**src/hw/alu_pkg.sv**
```systemverilog
package alu_pkg;

  localparam int DATA_W = 16;

  // width of the tag on the result bus, enough for an 8-slot reorder buffer
  localparam int TAG_W = 3;

  // SHL shifts by the low 4 bits of the second operand
  typedef enum logic [1:0] {
    ADD = 2'd0,
    SUB = 2'd1,
    XOR = 2'd2,
    SHL = 2'd3
  } alu_op_t;

  // one result per cycle, seen by the entries and the ROB
  typedef struct packed {
    logic              valid;
    logic [TAG_W-1:0]  cmt_id;
    logic [DATA_W-1:0] data;
  } result_bus_t;

endpackage

```
**src/hw/sched_pkg.sv**
```systemverilog
package sched_pkg;

  // reorder slot number, also used as the wakeup tag
  typedef logic [alu_pkg::TAG_W-1:0] cmt_id_t;

  localparam int ROB_DEPTH = 2 ** $bits(cmt_id_t);

  typedef enum logic [1:0] {
    INIT          = 2'd0,
    WAIT          = 2'd1,
    ISSUED        = 2'd2,
    WAIT_COMPLETE = 2'd3
  } entry_state_t;

  typedef struct packed {
    logic [alu_pkg::DATA_W-$bits(cmt_id_t)-1:0] pad;
    cmt_id_t                                     id;
  } src2_tag_t;

  // second operand is either a producer tag or an immediate
  typedef union packed {
    src2_tag_t                  tag;
    logic [alu_pkg::DATA_W-1:0] imm;
  } src2_u;

  typedef struct packed {
    alu_pkg::alu_op_t           op;
    cmt_id_t                    cmt_id;
    cmt_id_t                    src1;
    src2_u                      src2;
    logic                       src2_is_imm;
    logic                       src1_ready;
    logic                       src2_ready;
    logic [alu_pkg::DATA_W-1:0] src1_val;
    logic [alu_pkg::DATA_W-1:0] src2_val;
  } disp_t;

endpackage

```
**src/hw/sched_ifs.sv**
```systemverilog
`timescale 1ns/1ps

// dispatch handshake into the issue queue
interface disp_if;
  import sched_pkg::*;

  logic  valid;
  disp_t payload;
  logic  ready;

  modport producer (output valid, output payload, input ready);
  modport buffer (input valid, input payload, output ready);
endinterface

// picked instruction towards the ALU, no ready since the pipe never stalls
interface issue_if;
  import alu_pkg::*;
  import sched_pkg::*;

  logic              valid;
  alu_op_t           op;
  cmt_id_t           cmt_id;
  logic [DATA_W-1:0] src1_val;
  logic [DATA_W-1:0] src2_val;
  src2_u             src2;
  logic              src2_is_imm;

  modport buffer (
    output valid, output op, output cmt_id, output src1_val,
    output src2_val, output src2, output src2_is_imm
  );
  modport consumer (
    input valid, input op, input cmt_id, input src1_val,
    input src2_val, input src2, input src2_is_imm
  );
endinterface

```
**src/hw/sched_entry.sv**
```systemverilog
`timescale 1ns/1ps

module sched_entry (
  input  logic                 i_clk,
  input  logic                 i_reset_n,
  input  logic                 i_put,
  input  sched_pkg::disp_t     i_put_data,
  input  alu_pkg::result_bus_t i_result,
  input  logic                 i_picked,
  input  logic                 i_retire_valid,
  input  sched_pkg::cmt_id_t   i_retire_id,
  output logic                 o_valid,
  output logic                 o_ready,
  output sched_pkg::disp_t     o_entry
);
  import sched_pkg::*;

  entry_state_t r_state;
  entry_state_t w_state_next;
  disp_t        r_entry;
  disp_t        w_base;
  disp_t        w_entry_next;
  logic         w_put;
  logic         w_load;
  logic         w_src1_hit;
  logic         w_src2_hit;
  logic         w_own_result;
  logic         w_own_retire;

  assign w_put  = i_put & (r_state == INIT);
  assign w_load = w_put | (r_state == WAIT);

  // on put, match the bus against the incoming tags
  assign w_base = w_put ? i_put_data : r_entry;

  assign w_src1_hit = i_result.valid & !w_base.src1_ready &
                      (i_result.cmt_id == w_base.src1);
  assign w_src2_hit = i_result.valid & !w_base.src2_ready & !w_base.src2_is_imm &
                      (i_result.cmt_id == w_base.src2.tag.id);

  always_comb begin
    w_entry_next = w_base;
    if (w_src1_hit) begin
      w_entry_next.src1_ready = 1'b1;
      w_entry_next.src1_val   = i_result.data;
    end
    if (w_src2_hit) begin
      w_entry_next.src2_ready = 1'b1;
      w_entry_next.src2_val   = i_result.data;
    end
  end

  assign w_own_result = i_result.valid & (i_result.cmt_id == r_entry.cmt_id);
  assign w_own_retire = i_retire_valid & (i_retire_id == r_entry.cmt_id);

  always_comb begin
    w_state_next = r_state;
    case (r_state)
      INIT: begin
        if (w_put) begin
          w_state_next = WAIT;
        end
      end
      WAIT: begin
        if (o_ready & i_picked) begin
          w_state_next = ISSUED;
        end
      end
      ISSUED: begin
        if (w_own_result) begin
          w_state_next = WAIT_COMPLETE;
        end
      end
      WAIT_COMPLETE: begin
        // hold the slot until the ROB retires it
        if (w_own_retire) begin
          w_state_next = INIT;
        end
      end
      default: begin
        w_state_next = INIT;
      end
    endcase
  end

  always_ff @(posedge i_clk, negedge i_reset_n) begin
    if (!i_reset_n) begin
      r_state <= INIT;
    end else begin
      r_state <= w_state_next;
    end
  end

  always_ff @(posedge i_clk) begin
    if (w_load) begin
      r_entry <= w_entry_next;
    end
  end

  assign o_valid = (r_state != INIT);
  // registered operands, so a capture in one cycle shows ready the next
  assign o_ready = (r_state == WAIT) & r_entry.src1_ready &
                   (r_entry.src2_ready | r_entry.src2_is_imm);
  assign o_entry = r_entry;

endmodule

```
**src/hw/issue_queue.sv**
```systemverilog
`timescale 1ns/1ps

module issue_queue #(
  parameter int QUEUE_DEPTH = 4
) (
  input  logic                 i_clk,
  input  logic                 i_reset_n,
  input  alu_pkg::result_bus_t i_result,
  input  logic                 i_retire_valid,
  input  sched_pkg::cmt_id_t   i_retire_id,
  disp_if.buffer               disp,
  issue_if.buffer              issue
);
  import sched_pkg::*;

  logic [QUEUE_DEPTH-1:0] w_valid;
  logic [QUEUE_DEPTH-1:0] w_ready;
  logic [QUEUE_DEPTH-1:0] w_free;
  logic [QUEUE_DEPTH-1:0] w_put_oh;
  logic [QUEUE_DEPTH-1:0] w_pick_oh;
  disp_t                  w_entries [QUEUE_DEPTH];
  disp_t                  w_sel;

  assign w_free = ~w_valid;

  // lowest set bit wins, for both allocation and pick
  assign w_put_oh  = w_free & (~w_free + 1'b1);
  assign w_pick_oh = w_ready & (~w_ready + 1'b1);

  assign disp.ready = |w_free;

  for (genvar i = 0; i < QUEUE_DEPTH; i++) begin : g_entry
    sched_entry entry_inst (
      .i_clk          (i_clk),
      .i_reset_n      (i_reset_n),
      .i_put          (disp.valid & w_put_oh[i]),
      .i_put_data     (disp.payload),
      .i_result       (i_result),
      .i_picked       (w_pick_oh[i]),
      .i_retire_valid (i_retire_valid),
      .i_retire_id    (i_retire_id),
      .o_valid        (w_valid[i]),
      .o_ready        (w_ready[i]),
      .o_entry        (w_entries[i])
    );
  end

  always_comb begin
    w_sel = '0;
    for (int i = 0; i < QUEUE_DEPTH; i++) begin
      if (w_pick_oh[i]) begin
        w_sel = w_entries[i];
      end
    end
  end

  // issue goes out in the pick cycle, the pipe registers it
  assign issue.valid       = |w_pick_oh;
  assign issue.op          = w_sel.op;
  assign issue.cmt_id      = w_sel.cmt_id;
  assign issue.src1_val    = w_sel.src1_val;
  assign issue.src2_val    = w_sel.src2_val;
  assign issue.src2        = w_sel.src2;
  assign issue.src2_is_imm = w_sel.src2_is_imm;

endmodule

```
**src/hw/alu_pipe.sv**
```systemverilog
`timescale 1ns/1ps

module alu_pipe (
  input  logic                 i_clk,
  input  logic                 i_reset_n,
  issue_if.consumer            issue,
  output alu_pkg::result_bus_t o_result
);
  import alu_pkg::*;
  import sched_pkg::*;

  logic              r_s1_valid;
  alu_op_t           r_s1_op;
  cmt_id_t           r_s1_id;
  logic [DATA_W-1:0] r_s1_a;
  logic [DATA_W-1:0] r_s1_b;
  src2_u             r_s1_src2;
  logic              r_s1_is_imm;
  logic [DATA_W-1:0] w_b;
  logic [DATA_W-1:0] w_res;
  logic              r_res_valid;
  cmt_id_t           r_res_id;
  logic [DATA_W-1:0] r_res_data;

  always_ff @(posedge i_clk, negedge i_reset_n) begin
    if (!i_reset_n) begin
      r_s1_valid  <= 1'b0;
      r_res_valid <= 1'b0;
    end else begin
      r_s1_valid  <= issue.valid;
      r_res_valid <= r_s1_valid;
    end
  end

  // stage 1
  always_ff @(posedge i_clk) begin
    if (issue.valid) begin
      r_s1_op     <= issue.op;
      r_s1_id     <= issue.cmt_id;
      r_s1_a      <= issue.src1_val;
      r_s1_b      <= issue.src2_val;
      r_s1_src2   <= issue.src2;
      r_s1_is_imm <= issue.src2_is_imm;
    end
  end

  // stage 2, immediate comes from the union's imm view
  assign w_b = r_s1_is_imm ? r_s1_src2.imm : r_s1_b;

  always_comb begin
    case (r_s1_op)
      ADD:     w_res = r_s1_a + w_b;
      SUB:     w_res = r_s1_a - w_b;
      XOR:     w_res = r_s1_a ^ w_b;
      SHL:     w_res = r_s1_a << w_b[3:0];
      default: w_res = '0;
    endcase
  end

  always_ff @(posedge i_clk) begin
    if (r_s1_valid) begin
      r_res_id   <= r_s1_id;
      r_res_data <= w_res;
    end
  end

  assign o_result = '{valid: r_res_valid, cmt_id: r_res_id, data: r_res_data};

endmodule

```
**src/hw/dispatch_rob.sv**
```systemverilog
`timescale 1ns/1ps

module dispatch_rob (
  input  logic                        i_clk,
  input  logic                        i_reset_n,
  input  logic                        i_disp_valid,
  input  alu_pkg::alu_op_t            i_disp_op,
  input  sched_pkg::cmt_id_t          i_disp_src1,
  input  sched_pkg::src2_u            i_disp_src2,
  input  logic                        i_disp_src2_is_imm,
  input  alu_pkg::result_bus_t        i_result,
  disp_if.producer                    disp,
  output logic                        o_disp_ready,
  output logic                        o_retire_valid,
  output sched_pkg::cmt_id_t          o_retire_id,
  output logic [alu_pkg::DATA_W-1:0]  o_retire_data
);
  import alu_pkg::*;
  import sched_pkg::*;

  cmt_id_t                    r_head;
  cmt_id_t                    r_tail;
  logic [$clog2(ROB_DEPTH):0] r_count;
  logic                       r_run;
  logic [ROB_DEPTH-1:0]       r_done;
  logic [ROB_DEPTH-1:0]       r_written;
  logic [DATA_W-1:0]          r_value [ROB_DEPTH];
  logic                       w_rob_free;
  logic                       w_alloc;
  logic                       w_retire;
  logic                       w_src1_hit;
  logic                       w_src2_hit;

  // r_run keeps dispatch closed while in reset
  assign w_rob_free   = r_run & (r_count != ROB_DEPTH);
  assign disp.valid   = i_disp_valid & w_rob_free;
  assign w_alloc      = disp.valid & disp.ready;
  assign o_disp_ready = w_rob_free & disp.ready;

  // source is ready if its slot holds a value or the value is on the bus now
  assign w_src1_hit = i_result.valid & (i_result.cmt_id == i_disp_src1);
  assign w_src2_hit = i_result.valid & (i_result.cmt_id == i_disp_src2.tag.id);

  always_comb begin
    disp.payload             = '0;
    disp.payload.op          = i_disp_op;
    disp.payload.cmt_id      = r_tail;
    disp.payload.src1        = i_disp_src1;
    disp.payload.src2        = i_disp_src2;
    disp.payload.src2_is_imm = i_disp_src2_is_imm;
    disp.payload.src1_ready  = r_written[i_disp_src1] | w_src1_hit;
    disp.payload.src1_val    = w_src1_hit ? i_result.data : r_value[i_disp_src1];
    if (!i_disp_src2_is_imm) begin
      disp.payload.src2_ready = r_written[i_disp_src2.tag.id] | w_src2_hit;
      disp.payload.src2_val   = w_src2_hit ? i_result.data : r_value[i_disp_src2.tag.id];
    end
  end

  // in-order retire, one per cycle
  assign w_retire       = r_done[r_head];
  assign o_retire_valid = w_retire;
  assign o_retire_id    = r_head;
  assign o_retire_data  = r_value[r_head];

  always_ff @(posedge i_clk, negedge i_reset_n) begin
    if (!i_reset_n) begin
      r_run     <= 1'b0;
      r_head    <= '0;
      r_tail    <= '0;
      r_count   <= '0;
      r_done    <= '0;
      r_written <= '1;
      for (int s = 0; s < ROB_DEPTH; s++) begin
        r_value[s] <= '0;
      end
    end else begin
      r_run <= 1'b1;
      if (i_result.valid) begin
        r_done[i_result.cmt_id]    <= 1'b1;
        r_written[i_result.cmt_id] <= 1'b1;
        r_value[i_result.cmt_id]   <= i_result.data;
      end
      if (w_alloc) begin
        r_written[r_tail] <= 1'b0;
        r_tail            <= r_tail + 1'b1;
      end
      if (w_retire) begin
        r_done[r_head] <= 1'b0;
        r_head         <= r_head + 1'b1;
      end
      r_count <= r_count + w_alloc - w_retire;
    end
  end

endmodule

```
**src/hw/sched_top.sv**
```systemverilog
`timescale 1ns/1ps

module sched_top #(
  parameter int QUEUE_DEPTH = 4
) (
  input  logic                        i_clk,
  input  logic                        i_reset_n,
  input  logic                        i_disp_valid,
  input  alu_pkg::alu_op_t            i_disp_op,
  input  sched_pkg::cmt_id_t          i_disp_src1,
  input  sched_pkg::src2_u            i_disp_src2,
  input  logic                        i_disp_src2_is_imm,
  output logic                        o_disp_ready,
  output logic                        o_retire_valid,
  output sched_pkg::cmt_id_t          o_retire_id,
  output logic [alu_pkg::DATA_W-1:0]  o_retire_data
);
  import alu_pkg::*;

  result_bus_t w_result;

  disp_if  disp_bus ();
  issue_if issue_bus ();

  dispatch_rob dispatch_rob_inst (
    .i_clk              (i_clk),
    .i_reset_n          (i_reset_n),
    .i_disp_valid       (i_disp_valid),
    .i_disp_op          (i_disp_op),
    .i_disp_src1        (i_disp_src1),
    .i_disp_src2        (i_disp_src2),
    .i_disp_src2_is_imm (i_disp_src2_is_imm),
    .i_result           (w_result),
    .disp               (disp_bus.producer),
    .o_disp_ready       (o_disp_ready),
    .o_retire_valid     (o_retire_valid),
    .o_retire_id        (o_retire_id),
    .o_retire_data      (o_retire_data)
  );

  // retire pulse also frees the matching queue entry
  issue_queue #(
    .QUEUE_DEPTH (QUEUE_DEPTH)
  ) issue_queue_inst (
    .i_clk          (i_clk),
    .i_reset_n      (i_reset_n),
    .i_result       (w_result),
    .i_retire_valid (o_retire_valid),
    .i_retire_id    (o_retire_id),
    .disp           (disp_bus.buffer),
    .issue          (issue_bus.buffer)
  );

  alu_pipe alu_pipe_inst (
    .i_clk     (i_clk),
    .i_reset_n (i_reset_n),
    .issue     (issue_bus.consumer),
    .o_result  (w_result)
  );

endmodule

```
**config.mk**
```make
export PLATFORM = sky130hd
export DESIGN_NAME = sched_top
export DESIGN_NICKNAME = d
export VERILOG_FILES = /design/src/hw/alu_pkg.sv /design/src/hw/sched_pkg.sv /design/src/hw/sched_ifs.sv /design/src/hw/sched_entry.sv /design/src/hw/issue_queue.sv /design/src/hw/alu_pipe.sv /design/src/hw/dispatch_rob.sv /design/src/hw/sched_top.sv
export SDC_FILE = /design/constraint.sdc
export NUM_CORES = 1
export LEC_CHECK = 0
export BUFFER_PORTS_ARGS = -buffer_cell sky130_fd_sc_hd__buf_2
export CAP_MARGIN = 20
export CORE_UTILIZATION = 39
export DETAILED_ROUTE_END_ITERATION = 10
export PLACE_DENSITY_LB_ADDON = 0.2
export SLEW_MARGIN = 20
export SYNTH_ARGS = -nofsm -noshare
export SYNTH_HDL_FRONTEND = slang
export SYNTH_SLANG_ARGS = --single-unit
```
**constraint.sdc**
```tcl
create_clock -name i_clk -period 5.1 [get_ports i_clk]
set_clock_uncertainty 0.2 [all_clocks]
set_input_delay 1.275 -clock i_clk [delete_from_list [all_inputs] [get_ports i_clk]]
set_output_delay 1.275 -clock i_clk [all_outputs]
set_load 0.02 [all_outputs]
```
==> results by group <==
Clock network
  • Clock root cell: clkbuf_16
  • Clock Sink Count: 474
  • Number of post-CTS setup repair buffers: 0
  • Clk Latency, worst-skew pair: 610 ps
  • CTS resizes: 0
  • Hold_buf cts: 0
  • CTS Buf Count: 54
  • Clock transition at path regs: 60 ps
  • H-tree depth: 2
  • CTS tree: yes
  • CTS Buffer Depth: 3

Placed design
  • Input/output buffers: 45
  • Pre-CTS WS: 560 ps
  • GPL Wtd Cong: 0.927
  • DP Wirelength: 51.7 mm

STA
  • Achievable frequency: 214 MHz
  • Setup_tns: 0 ps
  • RSZ-0062 raised after global routing: false
  • Crit path setup slack, layout: 429 ps
  • Max-slew headroom: 36.2%
  • Period minus WS final: 4670 ps
  • Period utilisation layout: 91.6%
  • Final hold vios: 0
  • Slew Limit Fails: 0
  • Final setup vio count: 0
  • Worst hold slack: 217 ps
  • Worst slew pin tran: 958 ps

GRT
  • Total global routing overflow: 0
  • Via count of the first global-routing pass: 18800
  • First-pass GRT wire length: 118 mm
  • Total track usage: 22.7%
  • Largest net degree at the start of global routing: 71
  • Initial antenna violation count: 0

Die
  • Core area: 66100 sq um
  • Die Y: 261 microns
  • Die area: 68200 sq um
  • Ports: 46
  • Die span in x: 261 microns
  • # rows: 94
  • Starting density of the core: 39.6%

Setup path
  • Critical Path Sink Type: flop
  • Crit Path Category: flop to flop
  • R2r worst-path depth: 13
  • Worst EP required: 5250 ps
  • Crit start category: flop
  • Worst-path fanout max: 22
  • Worst r2r src: alu_pipe_inst.r_s1_is_imm
  • Worst flop-to-flop path endpoint: alu_pipe_inst.r_res_data[15]
  • CP endpoint: alu_pipe_inst.r_res_data[15]
  • Worst EP arrival: 4820 ps
  • Reg-to-reg setup timing slack: 430 ps
  • Critical Path Source: alu_pipe_inst.r_s1_is_imm

Detailed routing
  • Routed wire length per instance: 24.9 microns
  • Drt pass-1 iters: 5
  • Drt total wl: 76.1 mm
  • Detail Route Antenna Nets: 0
  • Via count: 18200
  • Post-route DRC: 0
  • Vias per Instance: 5.97
  • 1st-iter DRT viols: 1667

Pwr
  • Overall Power: 21.7 mW
  • IR drop worst, VDD: 0.000380 V
  • Leak Pwr: 11.1 nW
  • PD cells: 740 nW/um^2

Logic synthesis
  • Library cells used by synthesis: 86
  • Cell count after synthesis: 2133
  • Leading register cell type out of synthesis: edfxtp_1
  • Syn Area/Cell: 12.3 sq um
  • Post-synth EDFFs: 309
  • Syn Std Cell Area: 26200 sq um
  • YS warnings: 0
  • Seq/Total Area, Yosys: 51.2%
  • Async S/R FF share, synth: 34.8%
  • Syn_nets: 2200
  • Register bit total from synthesis: 474

Layout
  • Final core occ: 44.3%
  • Fillers: 6074
  • Final net count: 2215
  • Area grow syn2layout: 11.8%
  • Antenna diode count: 0
  • Layout cell share with drive strength beyond 1: 22.7%

Run
  • Max_cap viols: 0

Status
  • Status: finished, final reports clean

Worst hold path
  • Hold Crit Class: flop to flop
  • WHS Path Cells: 0
[metal layers]
layer	track usage (%)	vias up	wire, microns	part of all wire, %
met5	0	-	0	0
li1	-	8231	-	-
met1	30.9	9322	33000	43
met4	5.75	0	1810	2.4
met2	37.7	557	36900	48
met3	3.43	114	4420	5.8
[how the worst min path moves through the flow]
| stage | to | start |
|---|---|---|
| after global placement | alu_pipe_inst.r_res_id[2] | alu_pipe_inst.r_s1_id[2] |
| after CTS | alu_pipe_inst.r_res_id[0] | alu_pipe_inst.r_s1_id[0] |
| after floorplan | alu_pipe_inst.r_res_id[0] | alu_pipe_inst.r_s1_id[0] |
| final | alu_pipe_inst.r_res_id[0] | alu_pipe_inst.r_s1_id[0] |
| after global routing | alu_pipe_inst.r_res_id[0] | alu_pipe_inst.r_s1_id[0] |
| after detailed placement | alu_pipe_inst.r_res_id[0] | alu_pipe_inst.r_s1_id[0] |
[placed cells by master (no fill, tap or decap), types with 57 or more instances in the layout]
master    Yosys  layout
a22oi_1      60      60
buf_4         3      77
dfrtp_1     157     154
edfxtp_1    309     309
mux2_2      132     132
mux2i_1      67      65
mux4_2      109     109
nand2_1     245     244
nor2_1      170     167
o22a_1       60      60
xnor2_1      57      57
[stage by stage]
step	instances	cell area (sq um)
after floorplan	2133	26200
after global placement	2956	27500
after detailed placement	2956	27500
after CTS	3055	29300
after global routing	3055	29300
final	3055	29300
[power by group]
part | switching (mW) | internal, mW
Sequential | 1.60 | 5.88
Combinational | 5.88 | 4.42
Clock | 1.58 | 2.31
Total | 9.06 | 12.6
[layout make-up]
type | count | area (sq um) | area share, %
clock buffers | 75 | 1470 | 5.02
clock inverters | 24 | 290 | 0.991
inverters | 47 | 176 | 0.602
multi-input cells | 1446 | 12000 | 40.9
flip-flops and latches | 474 | 13400 | 45.8
well taps | 864 | 1080 | 3.69
repair buffers | 125 | 870 | 2.97
[cell usage after synthesis (all sizes together) (5+ instances only)]
library cell | count | share of area, %
or3 | 5 | 0.12
o211ai | 6 | 0.17
o41ai | 5 | 0.17
dfrtp | 157 | 15
a211oi | 22 | 0.63
nor3b | 10 | 0.29
nor2b | 24 | 0.57
dfstp | 8 | 0.80
a22oi | 60 | 1.7
nand3 | 16 | 0.35
nand4 | 16 | 0.38
or2 | 7 | 0.17
ha | 40 | 1.9
o2bb2ai | 35 | 1.2
inv | 43 | 0.62
mux2 | 133 | 5.7
nor4 | 9 | 0.38
mux2i | 67 | 2.6
o31ai | 5 | 0.16
buf | 61 | 1.1
o21ai | 57 | 1.1
nand2b | 10 | 0.24
a21oi | 35 | 0.67
a21o | 8 | 0.23
clkbuf | 105 | 1.5
and3 | 5 | 0.12
xnor2 | 57 | 1.9
o22a | 60 | 2.0
a31oi | 9 | 0.21
a221o | 56 | 2.1
edfxtp | 309 | 35
xor2 | 26 | 0.87
nor2 | 170 | 2.4
nor3 | 26 | 0.50
nand2 | 246 | 3.5
o32a | 5 | 0.19
mux4 | 109 | 9.4
o22ai | 37 | 1.1
[registers in the layout, summed over array words and instances (netlist names), 2 cells and up]
register / cells
alu_pipe_inst.r_s1_id: 3
dispatch_rob_inst.o_retire_id: 3
alu_pipe_inst.r_res_id: 3
issue_queue_inst.g_entry.entry_inst.o_entry: 236
dispatch_rob_inst.r_done: 8
alu_pipe_inst.r_s1_op: 2
alu_pipe_inst.r_s1_b: 16
alu_pipe_inst.r_s1_src2: 16
alu_pipe_inst.r_res_data: 16
alu_pipe_inst.r_s1_a: 16
dispatch_rob_inst.r_tail: 3
dispatch_rob_inst.r_count: 4
issue_queue_inst.g_entry.entry_inst.r_state: 8
dispatch_rob_inst.r_written: 8
dispatch_rob_inst.r_value: 128
[worst max-delay path, stage by stage (launching register included)]
cell and delay [ps]:
edfxtp_1 770, buf_4 400, nor3b_1 300, o21ai_0 160, o21ai_0 240, xnor2_1 100, ha_1 410, nand4_1 190
a2111oi_0 620, o41ai_1 120, buf_4 170, and4_1 160, or4_1 420, o311a_1 140
[cell families (layout without fill, tap and decap cells)]
logic type      count (synthesis)  count (layout)  synth area share, %
compound gates                447             447                 13.3
simple gates                  564             564                 9.72
buf+inv                       213             271                 3.32
mux                           309             309                 17.7
xor+xnor                       83              83                 2.77
other cells                     1               1               0.0143
fa+ha+maj                      42              42                 2.06
flops                         474             474                 51.2
No activity file was read; power rests on OpenSTA's default activity.
